<file path="src/design/corr_data_pkg.sv">
`default_nettype none

package corr_data_pkg;

    typedef logic signed [15:0] sample_t;   // input sample
    typedef logic signed [15:0] coef_t;     // tap coefficient
    typedef logic signed [47:0] prod_t;     // multiplier slice output width
    typedef logic signed [47:0] corr_t;     // correlation sum

    // pipeline depths seen from the data path
    localparam int MULT_LAT = 4;            // a1/b1, a2/b2, m, p
    localparam int SUM_LAT  = 2;            // adder tree then compare

    // correlator result as seen at the top level
    typedef struct packed {
        logic  valid;                       // one pulse per accepted sample
        corr_t value;                       // signed correlation
        logic  peak;                        // value above threshold
    } corr_out_t;                           // 50 bits

endpackage

`default_nettype wire

</file>
<file path="src/design/sample_delay_line.sv">
`timescale 1ns/1ps
`default_nettype none

module sample_delay_line #(
    parameter int NUM_TAPS = 8                            // delay line length
)
(
    input  logic                                    clk,
    input  logic                                    arst_n,

    input  corr_data_pkg::sample_t                  sample,        // new sample
    input  logic                                    sample_valid,  // one cycle strobe
    output corr_data_pkg::sample_t [NUM_TAPS-1:0]   taps,          // [0] is newest
    output logic                                    taps_valid     // taps just shifted
);

corr_data_pkg::sample_t [NUM_TAPS-1:0] line_r;           // the shift register
logic                                  shifted_r;        // strobe delayed by one

always_ff @(posedge clk or negedge arst_n) begin
    if (!arst_n) begin
        line_r <= '0;                                     // unfilled taps read as zero
    end else if (sample_valid) begin
        line_r[0] <= sample;                              // newest in at the head
        for (int i = 1; i < NUM_TAPS; i++) begin
            line_r[i] <= line_r[i-1];                     // older samples move down
        end
    end
end

// taps hold between strobes so gaps in the stream do not change the result

always_ff @(posedge clk or negedge arst_n) begin
    if (!arst_n) begin
        shifted_r <= 1'b0;
    end else begin
        shifted_r <= sample_valid;                        // follows the shift by a cycle
    end
end

assign taps       = line_r;
assign taps_valid = shifted_r;

endmodule

`default_nettype wire

</file>
<file path="config.mk">
export PLATFORM = sky130hd
export DESIGN_NAME = sample_delay_line
export DESIGN_NICKNAME = d
export VERILOG_FILES = /design/src/design/corr_data_pkg.sv /design/src/design/sample_delay_line.sv
export SDC_FILE = /design/constraint.sdc
export NUM_CORES = 1
export LEC_CHECK = 0
export BUFFER_PORTS_ARGS = -buffer_cell sky130_fd_sc_hd__buf_4
export CORE_MARGIN = 4
export CORE_UTILIZATION = 57
export CTS_BUF_LIST = sky130_fd_sc_hd__clkbuf_2 sky130_fd_sc_hd__clkbuf_4 sky130_fd_sc_hd__clkbuf_8
export DETAILED_ROUTE_END_ITERATION = 8
export GPL_TIMING_DRIVEN = 0
export PLACE_DENSITY = 0.89
export RECOVER_POWER = 100
export SLEW_MARGIN = 20
export SYNTH_ARGS = -nofsm -noshare
export SYNTH_HDL_FRONTEND = slang
export SYNTH_SLANG_ARGS = --single-unit
</file>
<file path="constraint.sdc">
create_clock -name clk -period 2.5 [get_ports clk]
set_clock_uncertainty 0.2 [all_clocks]
set_input_delay 0.25 -clock clk [delete_from_list [all_inputs] [get_ports clk]]
set_output_delay 0.25 -clock clk [all_outputs]
set_load 0.05 [all_outputs]
</file>
==> summary.md, run 1 <==
| Metric | Value |
|---|---|
| DIE HEIGHT | `100 um` |
| CP arrival | `2.00 ns` |
| Cells after synthesis | `271` |
| Syn_nets | `290` |
| Slew HR | `54.6%` |
| Root buffer cell | `clkbuf_8` |
| CTS H-Tree Depth | `4` |
| Fillers | `626` |
| Hold WC Path Type | `input port to async pin` |
| Antenna violations before repair | `0` |
| TNS Setup | `0 ns` |
| Initial DRC Count | `74` |
| Clk buf depth | `2` |
| Worst Tran Pin Value | `0.684 ns` |
| Share of cells above drive strength 1 | `38.4%` |
| Total core area | `8260 um2` |
| RSZ-0062 raised after global routing | `no` |
| CP Launch Type | `input port` |
| Fin cells | `574` |
| Remaining DRCs | `0` |
| Crit path cell chain | `dlygate4sd3_1 > clkbuf_1 > clkbuf_1 > buf_6 > mux2_2` |
| Remaining antenna violation count after routing | `0` |
| Drt pass-1 iters | `4` |
| Status | `completed` |
| Setup Fix Bufs, Post-CTS | `0` |
| Crit Reg-Reg Startpoint | `taps[1]$_DFFE_PN0P_` |
| Synth area leader | `dfrtp_1` |
| RePlAce Congestion | `0.722` |
| HPWL after DPL | `7460 um` |
| Vias in the first global route | `3155` |
| Leak pwr | `2.59 nW` |
| Clock buffers created by TritonCTS | `17` |
| Crit end category | `register` |
| Mapped Area | `4850 um2` |
| Max Clk Rate | `528 MHz` |
| FP Rows | `33` |
| Most common cell after layout, fill and taps aside | `clkbuf_1` |
| First-pass GRT wire length | `16500 um` |
| Clk slew on worst S/H paths | `0.08 ns` |
| P per Cell Area | `1320 nW/um2` |
| Post-layout min period | `1.90 ns` |
| Slowest CP cell | `dlygate4sd3_1` |
| Post-DP Area | `6110 um2` |
| Width of the die | `100 um` |
| CTS tree | `yes` |
| Congestion Overflow GR | `0` |
| Crit-path max FO | `10` |
| Diode count | `0` |
| Num ports | `148` |
| Post-route design area | `6120 um2` |
| Pin count of the biggest net entering global routing | `84` |
| GRT Resource Usage Total | `21.6%` |
| #FFs+latches synth | `129` |
| Reg2reg setup slack | `1.43 ns` |
| Avg Inst Size Synth | `17.9 um2` |
| Top post-synthesis cells by area | `dfrtp_1 67%, mux2_2 30%, clkbuf_8 2.3%` |
| Sinks on Clock Net | `129` |
| Req. time, crit path | `2.60 ns` |
| Final setup fails | `0` |
| Vias post-DR | `2913` |
| Die Area | `10000 um2` |
| Routed wire length | `10400 um` |
| Vias/cell | `5.07` |
| Crit path from | `sample_valid` |
| Final critical-path share of the clock period | `75.8%` |
| CP most frequent cell | `clkbuf_1` |
| # port buffers | `147` |
| Placed insts | `524` |
| Post-layout nets | `475` |
| Warnings from Yosys | `0` |
| R2r worst-path depth | `1` |
| Starting density of the core | `58.7%` |
| Routed len/inst | `18.1 um` |
| Crit path to | `taps[98]$_DFFE_PN0P_` |
| Slowest stage delay, CP | `0.52 ns` |
| Synth top area share | `66.6%` |
| Sequential cell area fraction in the yosys report | `66.6%` |
| Critical path type | `input port to register` |
| Maximum VDD drop | `0.536 mV` |
| Final Hold Viols | `0` |
| Max Cap Viol | `0` |
| Worst-Skew Late Latency | `0.42 ns` |
| Max Slew Vio Count | `0` |
| FF-to-FF End | `taps[17]$_DFFE_PN0P_` |
| Commonest cells after routing, fill and taps aside | `141 x clkbuf_1, 129 x dfrtp_1, 127 x mux2_2, 19 x clkbuf_8, 18 x dlygate4sd3_1` |
| Area Growth Syn to Fin | `26.4%` |
| Unique masters post-synth | `4` |
-- synthesized netlist by cell type, drive strengths merged --
| library cell | instances |
|---|---|
| clkbuf | 8 |
| buf | 6 |
| dfrtp | 129 |
| mux2 | 128 |
-- cells by family after synthesis --
family	synth area share, %
DFF	66.6
muxes	29.7
buffers and inverters	3.67
-- per-stage QoR --
stage / power (mW) / utilization, % / worst slack, ns / hold WS [ns]
finish: 8.09 / 74.2 / 0.604 / 0.121
global placement: 6.70 / 73.7 / 0.646 / 0.194
detailed placement: 6.82 / 74.0 / 1.11 / 0.00228
global route: 8.41 / 74.2 / 0.521 / 0.159
floorplan: 5.55 / - / 1.30 / -0.246
CTS: 8.68 / 81.3 / 0.973 / 0.121
-- layout make-up --
class | count | area, um2 | share of cell area (%)
flip-flops and latches | 129 | 3230 | 52.7
multi-input cells | 128 | 1440 | 23.5
repair buffers | 166 | 827 | 13.5
clock buffers | 19 | 262 | 4.27
clock inverters | 13 | 160 | 2.61
well taps | 105 | 131 | 2.15
plain buffers | 14 | 75.1 | 1.23
-- critical path, delay by kind of cell --
family | cells | cell delay, ns
buffers and inverters | 4 | 1.41
multiplexers | 1 | 0.35
-- power by group --
part | internal [mW] | total (mW) | switching, mW
Combinational | 0.685 | 3.19 | 2.50
Sequential | 2.65 | 3.06 | 0.419
Clock | 1.04 | 1.83 | 0.796
-- worst min path at each step --
stage,start,endpoint,slack [ns]
global route,arst_n,taps[79]$_DFFE_PN0P_,0.16
finish,arst_n,taps[79]$_DFFE_PN0P_,0.12
floorplan,arst_n,taps[0]$_DFFE_PN0P_,-0.25
CTS,arst_n,taps[15]$_DFFE_PN0P_,0.12
global placement,sample_valid,taps_valid$_DFF_PN0_,0.19
detailed placement,arst_n,taps[15]$_DFFE_PN0P_,0.002
-- layer usage --
metal  vias up  share of wire [%]  track usage, %
li1       1338                  -               -
met4         0                2.4            8.91
met5         -                  0               0
met3        23                5.3            5.56
met1      1468                 39            25.2
met2        84                 54            37.7
-- flip-flops by register name, summed over array words and instances (netlist names) --
register,cells
taps_valid,1
taps,128
-- timing repair --
item,4_1_cts,5_1_grt
gates resized for setup,0,0
hold buffers,18,0
endpoints found under the hold margin,123,0
(Power assumes the default switching activity.)
==> run 2: changes to the inputs <==
--- a/config.mk
+++ b/config.mk
@@ -7,11 +7,11 @@
 export LEC_CHECK = 0
 export BUFFER_PORTS_ARGS = -buffer_cell sky130_fd_sc_hd__buf_4
 export CORE_MARGIN = 4
-export CORE_UTILIZATION = 57
+export CORE_UTILIZATION = 53
 export CTS_BUF_LIST = sky130_fd_sc_hd__clkbuf_2 sky130_fd_sc_hd__clkbuf_4 sky130_fd_sc_hd__clkbuf_8
 export DETAILED_ROUTE_END_ITERATION = 8
 export GPL_TIMING_DRIVEN = 0
-export PLACE_DENSITY = 0.89
+export PLACE_DENSITY = 0.84
 export RECOVER_POWER = 100
 export SLEW_MARGIN = 20
 export SYNTH_ARGS = -nofsm -noshare
==> constraint.sdc (replaced) <==
create_clock -name clk -period 1.8 [get_ports clk]
set_clock_uncertainty 0.2 [all_clocks]
set_input_delay 0.18 -clock clk [delete_from_list [all_inputs] [get_ports clk]]
set_output_delay 0.18 -clock clk [all_outputs]
set_load 0.05 [all_outputs]
==> run 2 against run 1 <==
- sequential share of layout area is 2.6 points lower
- design area rose by 5.1%
- worst hold slack better by 0.017 ns
- critical path depth unchanged
- cell count up 0.52%
- power increased by 45%
- clock power up 54%
- wire length up 0.64%
- first-iteration DRC count shrank 9.5%
- via count increased by 0.17%
- worst setup slack got worse by 0.37 ns
- highest routed layer unchanged
- non-clock buffer count unchanged
==> summary.md, run 2 (same netlist as run 1, synthesis figures left out) <==
| Metric | Value |
|---|---|
| Status | `completed` |
| RePlAce Congestion | `0.721` |
| Sw Pwr | `5.17 mW` |
| Remaining DRCs | `0` |
| Hold WC Path Type | `input port to async pin` |
| Power Internal | `6.56 mW` |
| Fillers | `628` |
| CTS tree | `yes` |
| Initial DRC Count | `67` |
| CTS H-Tree Depth | `4` |
| FF-to-FF End | `taps[54]$_DFFE_PN0P_` |
| HPWL after DPL | `7470 um` |
| Vias/cell | `5.06` |
| Antenna violations before repair | `0` |
| Post-layout min period | `1.56 ns` |
| Drt pass-1 iters | `4` |
| Final critical-path share of the clock period | `86.8%` |
| Share of cells above drive strength 1 | `68.4%` |
| Clock buffers created by TritonCTS | `17` |
| # port buffers | `147` |
| Reg2reg setup slack | `0.77 ns` |
| Maximum VDD drop | `0.847 mV` |
| Crit end category | `register` |
| CP Launch Type | `input port` |
| Crit. path cell count | `5` |
| Buf/Inv on CP | `4` |
| Congestion Overflow GR | `0` |
| Final setup fails | `0` |
| Max Clk Rate | `640 MHz` |
| GRT Resource Usage Total | `20.4%` |
| Root buffer cell | `clkbuf_8` |
| CP arrival | `1.66 ns` |
| Setup Fix Bufs, Post-CTS | `0` |
| Commonest cells after routing, fill and taps aside | `129 x dfrtp_1, 128 x mux2_2, 128 x clkbuf_2, 26 x clkbuf_8, 18 x dlygate4sd3_1` |
| Placed insts | `527` |
| Logic gate share of total power | `39.7%` |
| TNS Setup | `0 ns` |
| Slowest CP cell | `dlygate4sd3_1` |
| Crit-path max FO | `10` |
| Routed len/inst | `18.1 um` |
| Post_cts resized | `0` |
| Area Growth Syn to Fin | `32.8%` |
| Post-layout nets | `475` |
| Setup ws final | `0.238 ns` |
| Clk buf depth | `2` |
| Final Hold Viols | `0` |
| Worst-Skew Late Latency | `0.42 ns` |
| P per Cell Area | `1820 nW/um2` |
| Req. time, crit path | `1.90 ns` |
| Slew HR | `58.6%` |
| Slowest stage delay, CP | `0.54 ns` |
| Crit Reg-Reg Startpoint | `taps[54]$_DFFE_PN0P_` |
| Sw Ratio | `44.1%` |
| Clock Power Share | `24.0%` |
| Total core area | `8810 um2` |
| DIE HEIGHT | `104 um` |
| Worst slack, placed | `0.478 ns` |
| Sequential cell area | `3230 um2` |
| Fin cells | `577` |
| Sinks on Clock Net | `129` |
| Area occupied by multi-input gates | `1440 um2` |
| R2r worst-path depth | `1` |
| Max Slew Vio Count | `0` |
| FP Rows | `34` |
| Num ports | `148` |
| Final Util | `73.1%` |
| Pwr Total | `11.7 mW` |
| Reg power frac | `36.3%` |
| Routed wire length | `10400 um` |
| Remaining antenna violation count after routing | `0` |
| Crit path cell chain | `dlygate4sd3_1 > clkbuf_1 > clkbuf_8 > buf_6 > mux2_2` |
| Clk slew on worst S/H paths | `0.08 ns` |
| Starting density of the core | `55.0%` |
| Post-CTS Hold Buffers | `18` |
| Worst Tran Pin Value | `0.621 ns` |
| Post-DP Area | `6120 um2` |
| Max Cap Viol | `0` |
| RSZ-0062 raised after global routing | `no` |
| Diode count | `0` |
| First-pass GRT wire length | `17400 um` |
| Width of the die | `104 um` |
| Most common cell after layout, fill and taps aside | `dfrtp_1` |
| Max FFs per register | `128` |
| Die Area | `10700 um2` |
| Leak pwr | `3.07 nW` |
| WHS | `0.139 ns` |
| Top delay family on crit path | `buffers and inverters` |
| Pin count of the biggest net entering global routing | `70` |
| Critical path type | `input port to register` |
| Vias in the first global route | `3155` |
| Vias post-DR | `2918` |
| Post-route design area | `6440 um2` |
==> run 2: cell count changes in the layout (fill, tap and decap cells not counted) <==
cell,change
buf_4,+1
clkinv_4,-1
bufinv_16,+2
clkinv_2,-1
buf_6,+3
clkbuf_8,+7
clkbuf_2,+128
mux2_2,+1
mux2_1,-1
clkbuf_4,+1
clkbuf_1,-140
inv_6,+1
clkinvlp_4,-1
==> run 2: worst max-delay path by stage <==
stage | from | to | slack (ns)
2_1_floorplan | taps[84]$_DFFE_PN0P_ | taps[100]$_DFFE_PN0P_ | 0.60
3_3_place_gp | arst_n | taps[8]$_DFFE_PN0P_ | 0.005
3_5_place_dp | sample_valid | taps[0]$_DFFE_PN0P_ | 0.48
4_1_cts | taps[16]$_DFFE_PN0P_ | taps[16] | 0.35
5_1_grt | sample_valid | taps[14]$_DFFE_PN0P_ | 0.20
6_report | sample_valid | taps[14]$_DFFE_PN0P_ | 0.24
==> run 2: power groups by stage <==
stage / Combinational, mW / Sequential, mW / Clock, mW
2_1_floorplan: 0.785 / 6.92 / 0
3_3_place_gp: 5.06 / 4.26 / 0
3_5_place_dp: 5.14 / 4.32 / 0
4_1_cts: 5.18 / 4.27 / 2.87
5_1_grt: 4.82 / 4.38 / 3.02
6_report: 4.65 / 4.26 / 2.82
==> run 2: cell type report <==
class                      count  area share (%)
timing repair buffer         166            15.4
clock buffer                  19            3.97
clock inverter                13            3.23
tap                          108            2.10
buffer                        14            2.76
multi-input combinational    128            22.4
sequential                   129            50.2
==> run 2: layer usage <==
metal	vias to the layer above	wire length [um]	global-route usage, %
met2	78	5690	35.8
li1	1332	-	-
met5	-	0	0
met1	1498	4200	24.9
met3	10	454	5.53
met4	0	103	5.98
==> run 3: changes to the inputs <==
--- a/config.mk
+++ b/config.mk
@@ -7,12 +7,13 @@
 export LEC_CHECK = 0
 export BUFFER_PORTS_ARGS = -buffer_cell sky130_fd_sc_hd__buf_4
 export CORE_MARGIN = 4
-export CORE_UTILIZATION = 53
+export CORE_UTILIZATION = 48
 export CTS_BUF_LIST = sky130_fd_sc_hd__clkbuf_2 sky130_fd_sc_hd__clkbuf_4 sky130_fd_sc_hd__clkbuf_8
 export DETAILED_ROUTE_END_ITERATION = 8
 export GPL_TIMING_DRIVEN = 0
-export PLACE_DENSITY = 0.84
+export PLACE_DENSITY = 0.8
 export RECOVER_POWER = 100
+export REMOVE_ABC_BUFFERS = 1
 export SLEW_MARGIN = 20
 export SYNTH_ARGS = -nofsm -noshare
 export SYNTH_HDL_FRONTEND = slang
==> constraint.sdc (replaced) <==
create_clock -name clk -period 1.3 [get_ports clk]
set_clock_uncertainty 0.2 [all_clocks]
set_input_delay 0.13 -clock clk [delete_from_list [all_inputs] [get_ports clk]]
set_output_delay 0.13 -clock clk [all_outputs]
set_load 0.05 [all_outputs]
==> run 3 against run 2 <==
- the flow now finishes with violations (setup timing)
- count of clock-buffer cells in the layout is 3 higher
- power is 61% higher
- worst setup slack worse by 0.28 ns
- non-clock buffer count is 117 higher
- global-route usage is 0.58 points higher
- clock power is 22% higher
- utilization is 8.7 points higher
- die area is 9.6% higher
- critical path type is now register to output port
- critical endpoint is now taps[7]
==> summary.md, run 3 (same netlist as run 1, synthesis figures left out) <==
| Metric | Value |
|---|---|
| Status | `complete, but fails checks` |
| Failing checks | `setup timing` |
| Diode count | `0` |
| Post-DP Area | `6000 um2` |
| Die Area | `11800 um2` |
| CP arrival | `1.01 ns` |
| Final critical-path share of the clock period | `103%` |
| Req. time, crit path | `0.97 ns` |
| Top delay family on crit path | `flip-flops` |
| Clock buffers created by TritonCTS | `17` |
| Sw Pwr | `7.71 mW` |
| CTS H-Tree Depth | `4` |
| Worst Tran Pin Value | `0.701 ns` |
| Max Slew Vio Count | `0` |
| Setup ws final | `-0.0428 ns` |
| Total core area | `9820 um2` |
| CTS tree | `yes` |
| Vias in the first global route | `3673` |
| Remaining DRCs | `0` |
| Routed wire length | `12500 um` |
| Post-route design area | `8030 um2` |
| Sinks on Clock Net | `129` |
| Slowest stage delay, CP | `0.42 ns` |
| Remaining antenna violation count after routing | `0` |
| Pwr Total | `18.8 mW` |
| Area Growth Syn to Fin | `65.6%` |
| Width of the die | `108 um` |
| RePlAce Congestion | `0.704` |
| GRT Resource Usage Total | `21.0%` |
| Clk slew on worst S/H paths | `0.07 ns` |
| Num ports | `148` |
| First-pass GRT wire length | `18800 um` |
| Routed len/inst | `17.4 um` |
| Fin cells | `718` |
| Starting density of the core | `49.4%` |
| Vias/cell | `4.74` |
| Slew HR | `53.2%` |
| Worst-Skew Late Latency | `0.42 ns` |
| P per Cell Area | `2350 nW/um2` |
| Leak pwr | `3.81 nW` |
| Hold WC Path Type | `input port to register` |
| Crit end category | `output port` |
| Max Cap Viol | `0` |
| Clock Power Share | `18.2%` |
| Commonest cells after routing, fill and taps aside | `131 x buf_6, 129 x dfrtp_1, 128 x mux2_2, 106 x buf_4, 36 x clkbuf_4` |
| Slowest CP cell | `dfrtp_1` |
| Reg power frac | `31.7%` |
| Power Internal | `11.1 mW` |
| Vias post-DR | `3400` |
| HPWL after DPL | `6160 um` |
| Final setup fails | `90` |
| Crit-path max FO | `3` |
| Share of cells above drive strength 1 | `74.2%` |
| TNS Setup | `-0.982 ns` |
| Post-layout nets | `592` |
| Maximum VDD drop | `1.42 mV` |
| Root buffer cell | `clkbuf_8` |
| Initial DRC Count | `84` |
| Drt pass-1 iters | `4` |
| Buf/Inv on CP | `1` |
| Congestion Overflow GR | `0` |
| Sw Ratio | `41.0%` |
| Antenna violations before repair | `0` |
| CP Launch Type | `register` |
| Placed insts | `539` |
| Worst slack, placed | `-0.359 ns` |
| Fillers | `484` |
| Post-layout min period | `1.34 ns` |
| # port buffers | `147` |
| Clk buf depth | `2` |
| Max Clk Rate | `745 MHz` |
| Max FFs per register | `128` |
| DIE HEIGHT | `108 um` |
| Crit path cell chain | `buf_6` |
| RSZ-0062 raised after global routing | `yes` |
| Pin count of the biggest net entering global routing | `80` |
| FP Rows | `36` |
| Most common cell after layout, fill and taps aside | `buf_6` |
| Final Hold Viols | `0` |
| Critical path type | `register to output port` |
| Logic gate share of total power | `50.1%` |
==> run 3: changes by cell type in the layout (fill, tap and decap cells not counted), sizes merged <==
cell and delta:
bufinv -3, buf +214, inv -2, clkinv +1
clkbuf -94
==> run 3: final timing paths <==
| path | from | endpoint | slack, ns | cells past startpoint |
|---|---|---|---|---|
| worst max-delay path | taps[7]$_DFFE_PN0P_ | taps[7] | -0.04 | 1 |
| worst min-delay path | sample_valid | taps[85]$_DFFE_PN0P_ | 0.05 | 2 |
| worst max register to register | taps[9]$_DFFE_PN0P_ | taps[25]$_DFFE_PN0P_ | 0.04 | 3 |
| worst min register to register | taps[125]$_DFFE_PN0P_ | taps[125]$_DFFE_PN0P_ | 0.34 | 1 |
| max in group asynchronous | arst_n | taps[54]$_DFFE_PN0P_ | 0.10 | 3 |
| min in group asynchronous | arst_n | taps[67]$_DFFE_PN0P_ | 0.11 | 2 |
==> run 3: per-layer routing <==
metal / global-route usage [%] / vias to the layer above / wire length, um
li1: - / 1553 / -
met1: 23.3 / 1720 / 4590
met2: 37.5 / 108 / 6930
met3: 7.64 / 19 / 779
met4: 6.67 / 0 / 186
met5: 0 / - / 0
==> run 3: power by group through the flow <==
stage          logic (mW)  registers (mW)  clock network, mW
6_report             9.44            5.96               3.43
4_1_cts              8.89            5.91               3.49
2_1_floorplan       0.986            9.58                  0
5_1_grt              9.80            6.09               3.69
3_5_place_dp         7.04            5.93                  0
3_3_place_gp         6.95            5.84                  0
==> run 3: final cells by class <==
| class | count | area, um2 | area share, % |
|---|---|---|---|
| Sequential cell | 129 | 3230 | 40.2 |
| Timing Repair Buffer | 297 | 2780 | 34.7 |
| Multi-Input combinational cell | 128 | 1440 | 18.0 |
| Clock buffer | 22 | 303 | 3.77 |
| Tap cell | 133 | 166 | 2.07 |
| Clock inverter | 9 | 105 | 1.31 |
==> run 3: stage by stage <==
step / hold slack (ns) / util (%)
final: 0.0543 / 81.8
after global routing: 0.0536 / 81.8
after CTS: 0.0304 / 78.6
after detailed placement: 0.0107 / 61.1
after global placement: 0.162 / 60.5
after floorplan: -0.366 / -
==> run 3: what timing repair did <==
action / CTS / global route
setup endpoints to repair: 129 / 178
hold buffers: 18 / 0
hold endpoints to repair: 95 / 0
buffers inserted: 86 / 44
cloned: 0 / 0
resized for setup: 129 / 1
pin swaps: 0 / 0
